===== src/drac_frontend_pkg.sv =====
// *************************************************
// Shared definitions for the decode-to-issue slice
//  - widths, vector typedefs and RV32 opcode values
//  - instruction class enum
//  - fetch, ID-to-IR stage and APB structs
//  - queue depth and register map
// *************************************************
package drac_frontend_pkg;

    // Depth must stay a power of two so indices wrap on their own
    localparam int IQ_NUM_ENTRIES = 8;
    localparam int IQ_IDX_W       = $clog2(IQ_NUM_ENTRIES);
    localparam int IQ_COUNT_W     = IQ_IDX_W + 1;   // Holds 0..IQ_NUM_ENTRIES

    localparam int XLEN       = 32;
    localparam int REG_IDX_W  = 5;
    localparam int APB_ADDR_W = 8;
    localparam int APB_DATA_W = 32;

    typedef logic [IQ_COUNT_W-1:0] iq_count_t;
    typedef logic [IQ_IDX_W-1:0]   iq_idx_t;
    typedef logic [XLEN-1:0]       pc_t;
    typedef logic [31:0]           instr_word_t;
    typedef logic [REG_IDX_W-1:0]  reg_idx_t;
    typedef logic [6:0]            opcode_t;
    typedef logic [APB_ADDR_W-1:0] apb_addr_t;
    typedef logic [APB_DATA_W-1:0] apb_data_t;

    // Major opcodes in bits 6:0 of the word
    localparam opcode_t OPC_OP     = 7'b0110011;
    localparam opcode_t OPC_OP_IMM = 7'b0010011;
    localparam opcode_t OPC_LUI    = 7'b0110111;
    localparam opcode_t OPC_AUIPC  = 7'b0010111;
    localparam opcode_t OPC_LOAD   = 7'b0000011;
    localparam opcode_t OPC_STORE  = 7'b0100011;
    localparam opcode_t OPC_BRANCH = 7'b1100011;
    localparam opcode_t OPC_JAL    = 7'b1101111;
    localparam opcode_t OPC_JALR   = 7'b1100111;
    localparam opcode_t OPC_SYSTEM = 7'b1110011;

    typedef enum logic [2:0] {
        CLS_ILLEGAL = 3'd0,
        CLS_ALU     = 3'd1,
        CLS_LOAD    = 3'd2,
        CLS_STORE   = 3'd3,
        CLS_BRANCH  = 3'd4,
        CLS_JUMP    = 3'd5,
        CLS_SYSTEM  = 3'd6
    } instr_class_e;

    typedef struct packed {
        pc_t         pc;
        instr_word_t word;
    } fetch_t;                    // 64 bits

    typedef struct packed {
        pc_t          pc;
        instr_word_t  word;
        instr_class_e cls;
        reg_idx_t     rd;
        reg_idx_t     rs1;
        reg_idx_t     rs2;
        logic         rd_we;      // Writes a nonzero rd
        logic         rs1_used;
        logic         rs2_used;
    } id_ir_stage_t;              // 85 bits

    typedef struct packed {
        logic      psel;
        logic      penable;
        logic      pwrite;
        apb_addr_t paddr;
        apb_data_t pwdata;
    } apb_req_t;

    typedef struct packed {
        apb_data_t prdata;
        logic      pready;
        logic      pslverr;
    } apb_rsp_t;

    // Register map
    localparam apb_addr_t REG_CTRL_ADDR   = 8'h00;
    localparam apb_addr_t REG_STATUS_ADDR = 8'h04;
    localparam apb_addr_t REG_ISSUED_ADDR = 8'h08;

    localparam int CTRL_HOLD_BIT    = 0;
    localparam int CTRL_FLUSH_BIT   = 1;  // Write-only and reads as zero
    localparam int STATUS_EMPTY_BIT = 4;  // Count sits in bits 3:0
    localparam int STATUS_FULL_BIT  = 5;

endpackage


===== src/instr_decoder.sv =====
// *************************************************
// RV32 decoder, fetch record to ID-to-IR record
//  - opcode classification
//  - register index extraction and use flags
// *************************************************
`timescale 1ns/1ps

module instr_decoder (
    input  drac_frontend_pkg::fetch_t       fetch_i,   // PC and raw word from fetch
    output drac_frontend_pkg::id_ir_stage_t dec_o      // Decoded stage record
);

    drac_frontend_pkg::opcode_t opcode;
    logic                       writes_rd;   // Class may write rd, before the x0 check

    assign opcode = fetch_i.word[6:0];

    always_comb begin
        dec_o          = '0;
        writes_rd      = 1'b0;
        dec_o.pc       = fetch_i.pc;
        dec_o.word     = fetch_i.word;
        // Fixed field positions, meaningless fields are still copied
        dec_o.rd       = fetch_i.word[11:7];
        dec_o.rs1      = fetch_i.word[19:15];
        dec_o.rs2      = fetch_i.word[24:20];
        dec_o.cls      = drac_frontend_pkg::CLS_ILLEGAL;

        case (opcode)
            drac_frontend_pkg::OPC_OP: begin           // Register-register ALU
                dec_o.cls      = drac_frontend_pkg::CLS_ALU;
                dec_o.rs1_used = 1'b1;
                dec_o.rs2_used = 1'b1;
                writes_rd      = 1'b1;
            end
            drac_frontend_pkg::OPC_OP_IMM: begin
                dec_o.cls      = drac_frontend_pkg::CLS_ALU;
                dec_o.rs1_used = 1'b1;
                writes_rd      = 1'b1;
            end
            drac_frontend_pkg::OPC_LUI,
            drac_frontend_pkg::OPC_AUIPC: begin        // No source registers
                dec_o.cls = drac_frontend_pkg::CLS_ALU;
                writes_rd = 1'b1;
            end
            drac_frontend_pkg::OPC_LOAD: begin
                dec_o.cls      = drac_frontend_pkg::CLS_LOAD;
                dec_o.rs1_used = 1'b1;                 // Base address
                writes_rd      = 1'b1;
            end
            drac_frontend_pkg::OPC_STORE: begin
                dec_o.cls      = drac_frontend_pkg::CLS_STORE;
                dec_o.rs1_used = 1'b1;
                dec_o.rs2_used = 1'b1;                 // Store data
            end
            drac_frontend_pkg::OPC_BRANCH: begin
                dec_o.cls      = drac_frontend_pkg::CLS_BRANCH;
                dec_o.rs1_used = 1'b1;
                dec_o.rs2_used = 1'b1;
            end
            drac_frontend_pkg::OPC_JAL: begin
                dec_o.cls = drac_frontend_pkg::CLS_JUMP;
                writes_rd = 1'b1;                      // Link register
            end
            drac_frontend_pkg::OPC_JALR: begin
                dec_o.cls      = drac_frontend_pkg::CLS_JUMP;
                dec_o.rs1_used = 1'b1;
                writes_rd      = 1'b1;
            end
            drac_frontend_pkg::OPC_SYSTEM: dec_o.cls = drac_frontend_pkg::CLS_SYSTEM;
            default: dec_o.cls = drac_frontend_pkg::CLS_ILLEGAL;   // Classified only, no trap
        endcase

        // x0 as destination is never a real write
        dec_o.rd_we = writes_rd & (dec_o.rd != '0);
    end

endmodule


===== src/instruction_queue.sv =====
// *************************************************
// Circular instruction queue between decode and issue
//  - head, tail and occupancy count
//  - valid/ready on both fetch and issue sides
//  - hold and flush from the register block
// *************************************************
`timescale 1ns/1ps

module instruction_queue (
    input  logic                              clk_i,
    input  logic                              rstn_i,

    input  logic                              fetch_valid_i,
    input  drac_frontend_pkg::id_ir_stage_t   dec_i,          // Decoded record to store
    output logic                              fetch_ready_o,

    input  logic                              issue_ready_i,
    output logic                              issue_valid_o,
    output drac_frontend_pkg::id_ir_stage_t   issue_o,        // Head record, zero when idle

    input  logic                              hold_i,         // Stall the issue side
    input  logic                              flush_i,        // Drop every entry
    output drac_frontend_pkg::iq_count_t      count_o,
    output logic                              deq_o           // Head pops on this edge
);

    drac_frontend_pkg::id_ir_stage_t buffer_q [drac_frontend_pkg::IQ_NUM_ENTRIES];

    drac_frontend_pkg::iq_idx_t   head_q;
    drac_frontend_pkg::iq_idx_t   tail_q;
    drac_frontend_pkg::iq_count_t count_q;

    logic empty;
    logic full;
    logic push;
    logic pop;

    assign empty = (count_q == '0);
    assign full  = (count_q == drac_frontend_pkg::iq_count_t'(drac_frontend_pkg::IQ_NUM_ENTRIES));

    // Full queue or flush in flight refuses new records
    assign fetch_ready_o = ~full & ~flush_i;
    assign issue_valid_o = ~empty & ~hold_i;

    assign push  = fetch_valid_i & fetch_ready_o;
    assign pop   = issue_valid_o & issue_ready_i;
    assign deq_o = pop;

    // Payload storage, written at the tail
    always_ff @(posedge clk_i) begin
        if (push) begin
            buffer_q[tail_q] <= dec_i;
        end
    end

    always_ff @(posedge clk_i or negedge rstn_i) begin
        if (!rstn_i) begin
            head_q  <= '0;
            tail_q  <= '0;
            count_q <= '0;
        end else if (flush_i) begin         // Wins over push and pop
            head_q  <= '0;
            tail_q  <= '0;
            count_q <= '0;
        end else begin
            head_q  <= head_q + drac_frontend_pkg::iq_idx_t'(pop);    // Wraps at depth
            tail_q  <= tail_q + drac_frontend_pkg::iq_idx_t'(push);
            count_q <= count_q + drac_frontend_pkg::iq_count_t'(push)
                               - drac_frontend_pkg::iq_count_t'(pop);
        end
    end

    assign issue_o = issue_valid_o ? buffer_q[head_q] : '0;
    assign count_o = count_q;

endmodule


===== src/iq_apb_regs.sv =====
// *************************************************
// APB register block steering the instruction queue
//  - CTRL with hold and self-clearing flush
//  - STATUS with count, empty and full
//  - ISSUED counter of issue handshakes
// *************************************************
`timescale 1ns/1ps

module iq_apb_regs (
    input  logic                          clk_i,
    input  logic                          rstn_i,

    input  drac_frontend_pkg::apb_req_t   apb_req_i,
    output drac_frontend_pkg::apb_rsp_t   apb_rsp_o,

    input  drac_frontend_pkg::iq_count_t  count_i,   // Registered queue occupancy
    input  logic                          deq_i,     // One pulse per pop
    output logic                          hold_o,
    output logic                          flush_o    // One cycle after the CTRL write
);

    logic access;                 // Access phase of a transfer
    logic wr_en;
    logic rd_en;
    logic sel_ctrl;
    logic sel_status;
    logic sel_issued;
    logic addr_hit;
    logic ctrl_wr;
    logic q_empty;
    logic q_full;

    logic                         hold_q;
    logic                         flush_q;
    drac_frontend_pkg::apb_data_t issued_q;
    drac_frontend_pkg::apb_data_t ctrl_word;
    drac_frontend_pkg::apb_data_t status_word;

    assign access = apb_req_i.psel & apb_req_i.penable;
    assign wr_en  = access & apb_req_i.pwrite;
    assign rd_en  = access & ~apb_req_i.pwrite;

    assign sel_ctrl   = (apb_req_i.paddr == drac_frontend_pkg::REG_CTRL_ADDR);
    assign sel_status = (apb_req_i.paddr == drac_frontend_pkg::REG_STATUS_ADDR);
    assign sel_issued = (apb_req_i.paddr == drac_frontend_pkg::REG_ISSUED_ADDR);
    assign addr_hit   = sel_ctrl | sel_status | sel_issued;
    assign ctrl_wr    = wr_en & sel_ctrl;

    always_ff @(posedge clk_i or negedge rstn_i) begin
        if (!rstn_i) begin
            hold_q   <= 1'b0;
            flush_q  <= 1'b0;
            issued_q <= '0;
        end else begin
            if (ctrl_wr) begin
                hold_q <= apb_req_i.pwdata[drac_frontend_pkg::CTRL_HOLD_BIT];
            end
            // Pulse clears itself on the following edge
            flush_q <= ctrl_wr & apb_req_i.pwdata[drac_frontend_pkg::CTRL_FLUSH_BIT];
            if (deq_i) begin
                issued_q <= issued_q + 32'd1;   // Wraps silently
            end
        end
    end

    // Status flags straight from the count
    assign q_empty = (count_i == '0);
    assign q_full  = (count_i == drac_frontend_pkg::iq_count_t'(drac_frontend_pkg::IQ_NUM_ENTRIES));

    always_comb begin
        ctrl_word                                   = '0;
        ctrl_word[drac_frontend_pkg::CTRL_HOLD_BIT] = hold_q;   // Flush bit stays zero
        status_word                                 = '0;
        status_word[drac_frontend_pkg::IQ_COUNT_W-1:0]  = count_i;
        status_word[drac_frontend_pkg::STATUS_EMPTY_BIT] = q_empty;
        status_word[drac_frontend_pkg::STATUS_FULL_BIT]  = q_full;
    end

    // Read mux, zero outside a read access
    always_comb begin
        apb_rsp_o.prdata = '0;
        if (rd_en) begin
            if (sel_ctrl) begin
                apb_rsp_o.prdata = ctrl_word;
            end else if (sel_status) begin
                apb_rsp_o.prdata = status_word;
            end else if (sel_issued) begin
                apb_rsp_o.prdata = issued_q;
            end
        end
    end

    assign apb_rsp_o.pready  = access;   // No wait states
    // Unmapped address, or a write to anything but CTRL
    assign apb_rsp_o.pslverr = access & (~addr_hit | (apb_req_i.pwrite & ~sel_ctrl));

    assign hold_o  = hold_q;
    assign flush_o = flush_q;

endmodule


===== src/id_iq_top.sv =====
// *************************************************
// Decode-to-issue top level
//  - instruction decoder
//  - instruction queue
//  - APB control and status registers
// *************************************************
`timescale 1ns/1ps

module id_iq_top (
    input  logic                             clk_i,
    input  logic                             rstn_i,

    input  logic                             fetch_valid_i,
    input  drac_frontend_pkg::fetch_t        fetch_i,
    output logic                             fetch_ready_o,

    input  logic                             issue_ready_i,
    output logic                             issue_valid_o,
    output drac_frontend_pkg::id_ir_stage_t  issue_o,

    input  drac_frontend_pkg::apb_req_t      apb_req_i,
    output drac_frontend_pkg::apb_rsp_t      apb_rsp_o
);

    drac_frontend_pkg::id_ir_stage_t dec;     // Decoder output, queue write data
    drac_frontend_pkg::iq_count_t    count;
    logic                            hold;
    logic                            flush;
    logic                            deq;

    instr_decoder decoder_i (
        .fetch_i (fetch_i),
        .dec_o   (dec)
    );

    instruction_queue queue_i (
        .clk_i         (clk_i),
        .rstn_i        (rstn_i),
        .fetch_valid_i (fetch_valid_i),
        .dec_i         (dec),
        .fetch_ready_o (fetch_ready_o),
        .issue_ready_i (issue_ready_i),
        .issue_valid_o (issue_valid_o),
        .issue_o       (issue_o),
        .hold_i        (hold),
        .flush_i       (flush),
        .count_o       (count),
        .deq_o         (deq)
    );

    // Register block watches the queue and steers it
    iq_apb_regs regs_i (
        .clk_i     (clk_i),
        .rstn_i    (rstn_i),
        .apb_req_i (apb_req_i),
        .apb_rsp_o (apb_rsp_o),
        .count_i   (count),
        .deq_i     (deq),
        .hold_o    (hold),
        .flush_o   (flush)
    );

endmodule


===== config.mk =====
export PLATFORM = sky130hd
export DESIGN_NAME = id_iq_top
export DESIGN_NICKNAME = d
export VERILOG_FILES = /design/src/drac_frontend_pkg.sv /design/src/instr_decoder.sv /design/src/instruction_queue.sv /design/src/iq_apb_regs.sv /design/src/id_iq_top.sv
export SDC_FILE = /design/constraint.sdc
export NUM_CORES = 1
export LEC_CHECK = 0
export BUFFER_PORTS_ARGS = -buffer_cell sky130_fd_sc_hd__buf_4
export CAP_MARGIN = 25
export CORE_ASPECT_RATIO = 1.75
export CORE_MARGIN = 2
export CORE_UTILIZATION = 30
export DETAILED_ROUTE_END_ITERATION = 12
export PLACE_DENSITY = 0.49
export SLEW_MARGIN = 20
export SYNTH_ARGS = -nofsm -noshare
export SYNTH_HDL_FRONTEND = slang
export SYNTH_HIERARCHICAL = 1
export SYNTH_SLANG_ARGS = --single-unit

===== constraint.sdc =====
create_clock -name clk_i -period 7.91 [get_ports clk_i]
set_clock_uncertainty 0.05 [all_clocks]
set_input_delay 0.3955 -clock clk_i [delete_from_list [all_inputs] [get_ports clk_i]]
set_output_delay 0.3955 -clock clk_i [all_outputs]
set_load 0.03 [all_outputs]

==> reports/metrics.yaml <==
placement.cell_area_um2: 31000
synth_nets: 1464
hold_viol_final: 0
worst_pin_slew_ns: 0.940
clock.fmax_ghz: 0.226
final-max-slew-violation-count: 0
die_w_um: 238
utilization_pct: 35.8
rows: 150
cts.hold.buffers_added: 68
dr.pass1.iters: 4
yosys_warnings: 6
place_ws_ns: 3.96
reg2reg_to: "queue_i/buffer_q[4][43]"
cts_num_sinks: 724
r2r-start: "queue_i/count_o[2]"
place_inst: 2644
gp_congestion: 0.720
setup_tns_ns: 0
whs_path_depth: 3
vias_per_cell: 4.79
crit_path_max_fanout: 36
ff2ff_setup_slack_ns: 4.72
wl_met3_um: 3310
cap_viol_max_count: 0
yosysTopAreaCell: "edfxtp_1"
routed_wl_um: 66400
multiInputGateArea_um2: 6210
syn_to_final_growth_pct: 19.0
syn-instance-count: 1343
wl_met2_um: 34100
antenna_found_initial: 3
ys_seq_area_share_pct: 75.1
htreeDepth: 3
grt_overflow_total: 0
drcViolationCount: 0
status: "complete, no violations"
syn_area_um2: 28700
die-area_um2: 98100
start_util_pct: 30.1
clkLatencyLatePin_ns: 0.63
grt_setup_unrepaired: "no"
period_minus_slack_ns: 4.42
setup_viol: 0
finalWorstSetupSlack_ns: 3.49
coreArea_um2: 95200
max_slew_margin_pct: 37.4
hp-class: "in -> reg"
tritoncts: "done"
vias: 13600
stdcell_area_um2: 34100
cts_buffers: 72
grt_pass1_vias: 14800
stdcell_count: 2845
nNetsFinal: 1693
hpwl_um: 34700
drt-met1-wl_um: 27300
antenna_left: 0
critPathLaunchType: "flip-flop"
ys_seq_elements: 724
grt_max_degree: 86
cp-end-kind: "output pin"
worstPathArrival_ns: 3.97
drtIter0Drc: 609
gr-usage-all-layers_pct: 13.8
postCtsSetupRepairBufs: 0
ir_worst_vdd_v: 0.000238
io_buffer_count: 201
grt_pass1_wl_um: 98700
hold_path_end: "regs_i/hold_o"
cts_root_buf: "clkbuf_16"
fillers: 8811
ys_types: 49
top_layer_used: "met5"
clock_path_buffers: 3
syn_avg_cell_area_um2: 21.3
r2r_cells: 8
synth_top_cell_area_share_pct: 71.2
powerDensity_nw_per_um2: 383
clkSlewWorstSetupHoldPaths_ns: 0.06
drive_gt1_share_pct: 33.7
synth_area_leaders: "edfxtp_1 (71%), mux4_2 (13%), dfrtp_1 (3.8%), a22o_1 (2.6%), buf_4 (2.3%)"
min_from: "apb_req_i[40]"
period_share_pct: 55.9
cts-resized-gates: 0
p_leak_nw: 11.4
final-seq-area_um2: 21500
fp.dieH_um: 413
wire_per_inst_um: 23.3
worstSetupPathType: "reg -> out"
cp_data_required_time_ns: 7.46
io_pins: 232
-- per-stage QoR --
step                      hold slack (ns)  total power [mW]
after detailed placement            0.398              9.81
final                               0.119              13.1
after floorplan                    0.0499              8.19
after global placement              0.388              9.76
after global routing               0.0938              13.7
after CTS                          0.0578              13.3
-- how the worst max path moves through the flow --
stage,startpoint,endpoint,slack [ns],cells past startpoint
2_1_floorplan,queue_i/count_o[2],queue_i/buffer_q[1][0],0.54,5
6_report,queue_i/head_q[0],issue_o[42],3.49,5
3_3_place_gp,queue_i/head_q[0],issue_o[42],3.99,5
3_5_place_dp,queue_i/head_q[0],issue_o[42],3.96,5
4_1_cts,queue_i/head_q[0],issue_o[42],3.23,5
5_1_grt,queue_i/head_q[0],issue_o[42],3.09,5
-- power breakdown --
part / switching [mW] / internal [mW] / total (mW)
logic: 2.73 / 1.85 / 4.57
clock network: 1.47 / 1.97 / 3.44
registers: 0.246 / 4.79 / 5.04
-- area by class of cell --
class | count | area share, %
Clock inverter | 44 | 1.39
Antenna cell | 1 | 0.00734
Multi-Input combinational cell | 474 | 18.2
Timing Repair Buffer | 295 | 7.24
Tap cell | 1216 | 4.46
Sequential cell | 724 | 63.1
Inverter | 5 | 0.0550
Clock buffer | 86 | 5.50
-- sequential cells by signal, summed over array words and instances (netlist names) --
| register | count |
|---|---|
| regs_i/issued_q | 32 |
| regs_i/hold_o | 1 |
| queue_i/buffer_q | 680 |
| queue_i/head_q | 3 |
| regs_i/flush_o | 1 |
| queue_i/count_o | 4 |
| queue_i/tail_q | 3 |
-- cells in the mapped netlist (all sizes together) --
| cell | count |
|---|---|
| or3 | 1 |
| nand4b | 1 |
| buf | 125 |
| a2111oi | 2 |
| or4 | 1 |
| nor3b | 3 |
| nand2 | 16 |
| a211oi | 1 |
| fa | 1 |
| clkbuf | 15 |
| a22oi | 3 |
| nand3b | 2 |
| a32oi | 1 |
| a22o | 85 |
| mux2 | 3 |
| a21oi | 4 |
| a21o | 1 |
| o21ai | 4 |
| and3 | 5 |
| nor3 | 9 |
| nor2 | 26 |
| mux4 | 170 |
| nand2b | 5 |
| dfrtp | 44 |
| a31oi | 1 |
| and2 | 33 |
| nor4 | 4 |
| xor2 | 8 |
| nor2b | 14 |
| nand3 | 15 |
| nand4 | 15 |
| maj3 | 1 |
| inv | 5 |
| ha | 9 |
| o21a | 1 |
| and4 | 1 |
| or3b | 1 |
| edfxtp | 680 |
| xnor2 | 27 |
-- cell families after synthesis --
family	after synthesis	synth area share, %
fa+ha+maj	11	0.498
buf+inv	145	3.48
xor+xnor	35	1.07
flops	724	75.1
simple gates	152	3.38
compound gates	103	3.03
mux	173	13.5
-- worst max-delay path, cell delays in order (launching register included) --
cell,delay [ns]
dfrtp_4,0.74
buf_4,0.69
buf_4,0.73
mux4_2,0.60
a22o_1,0.32
buf_4,0.20
-- layer usage --
metal	vias to the layer above	GRT usage (%)
li1	5916	-
met4	4	4.72
met2	318	23.9
met1	7281	16.8
met3	95	3.19
met5	-	0
-- cell usage in the layout, fill, tap and decap left out, types with 4 or more instances in the layout --
| cell type | count |
|---|---|
| edfxtp_1 | 680 |
| buf_4 | 219 |
| mux4_2 | 170 |
| a22o_1 | 85 |
| clkbuf_16 | 73 |
| dlygate4sd3_1 | 68 |
| dfrtp_1 | 42 |
| xnor2_1 | 27 |
| and2_2 | 23 |
| nor2_1 | 20 |
| nand2_1 | 16 |
| nand3_1 | 15 |
| clkinv_1 | 14 |
| nor2b_1 | 14 |
| nand4_1 | 14 |
| clkbuf_1 | 13 |
| clkinv_2 | 10 |
| and2_1 | 10 |
| ha_1 | 9 |
| bufinv_16 | 8 |
| xor2_1 | 8 |
| buf_12 | 7 |
| nor2_4 | 6 |
| inv_1 | 5 |
| nor3_1 | 5 |
| nand2b_1 | 5 |
| clkinv_8 | 4 |
| clkinvlp_4 | 4 |
| o21ai_0 | 4 |
| a21oi_1 | 4 |
| and3_1 | 4 |
Note: power is estimated with default switching activity, not from simulation.
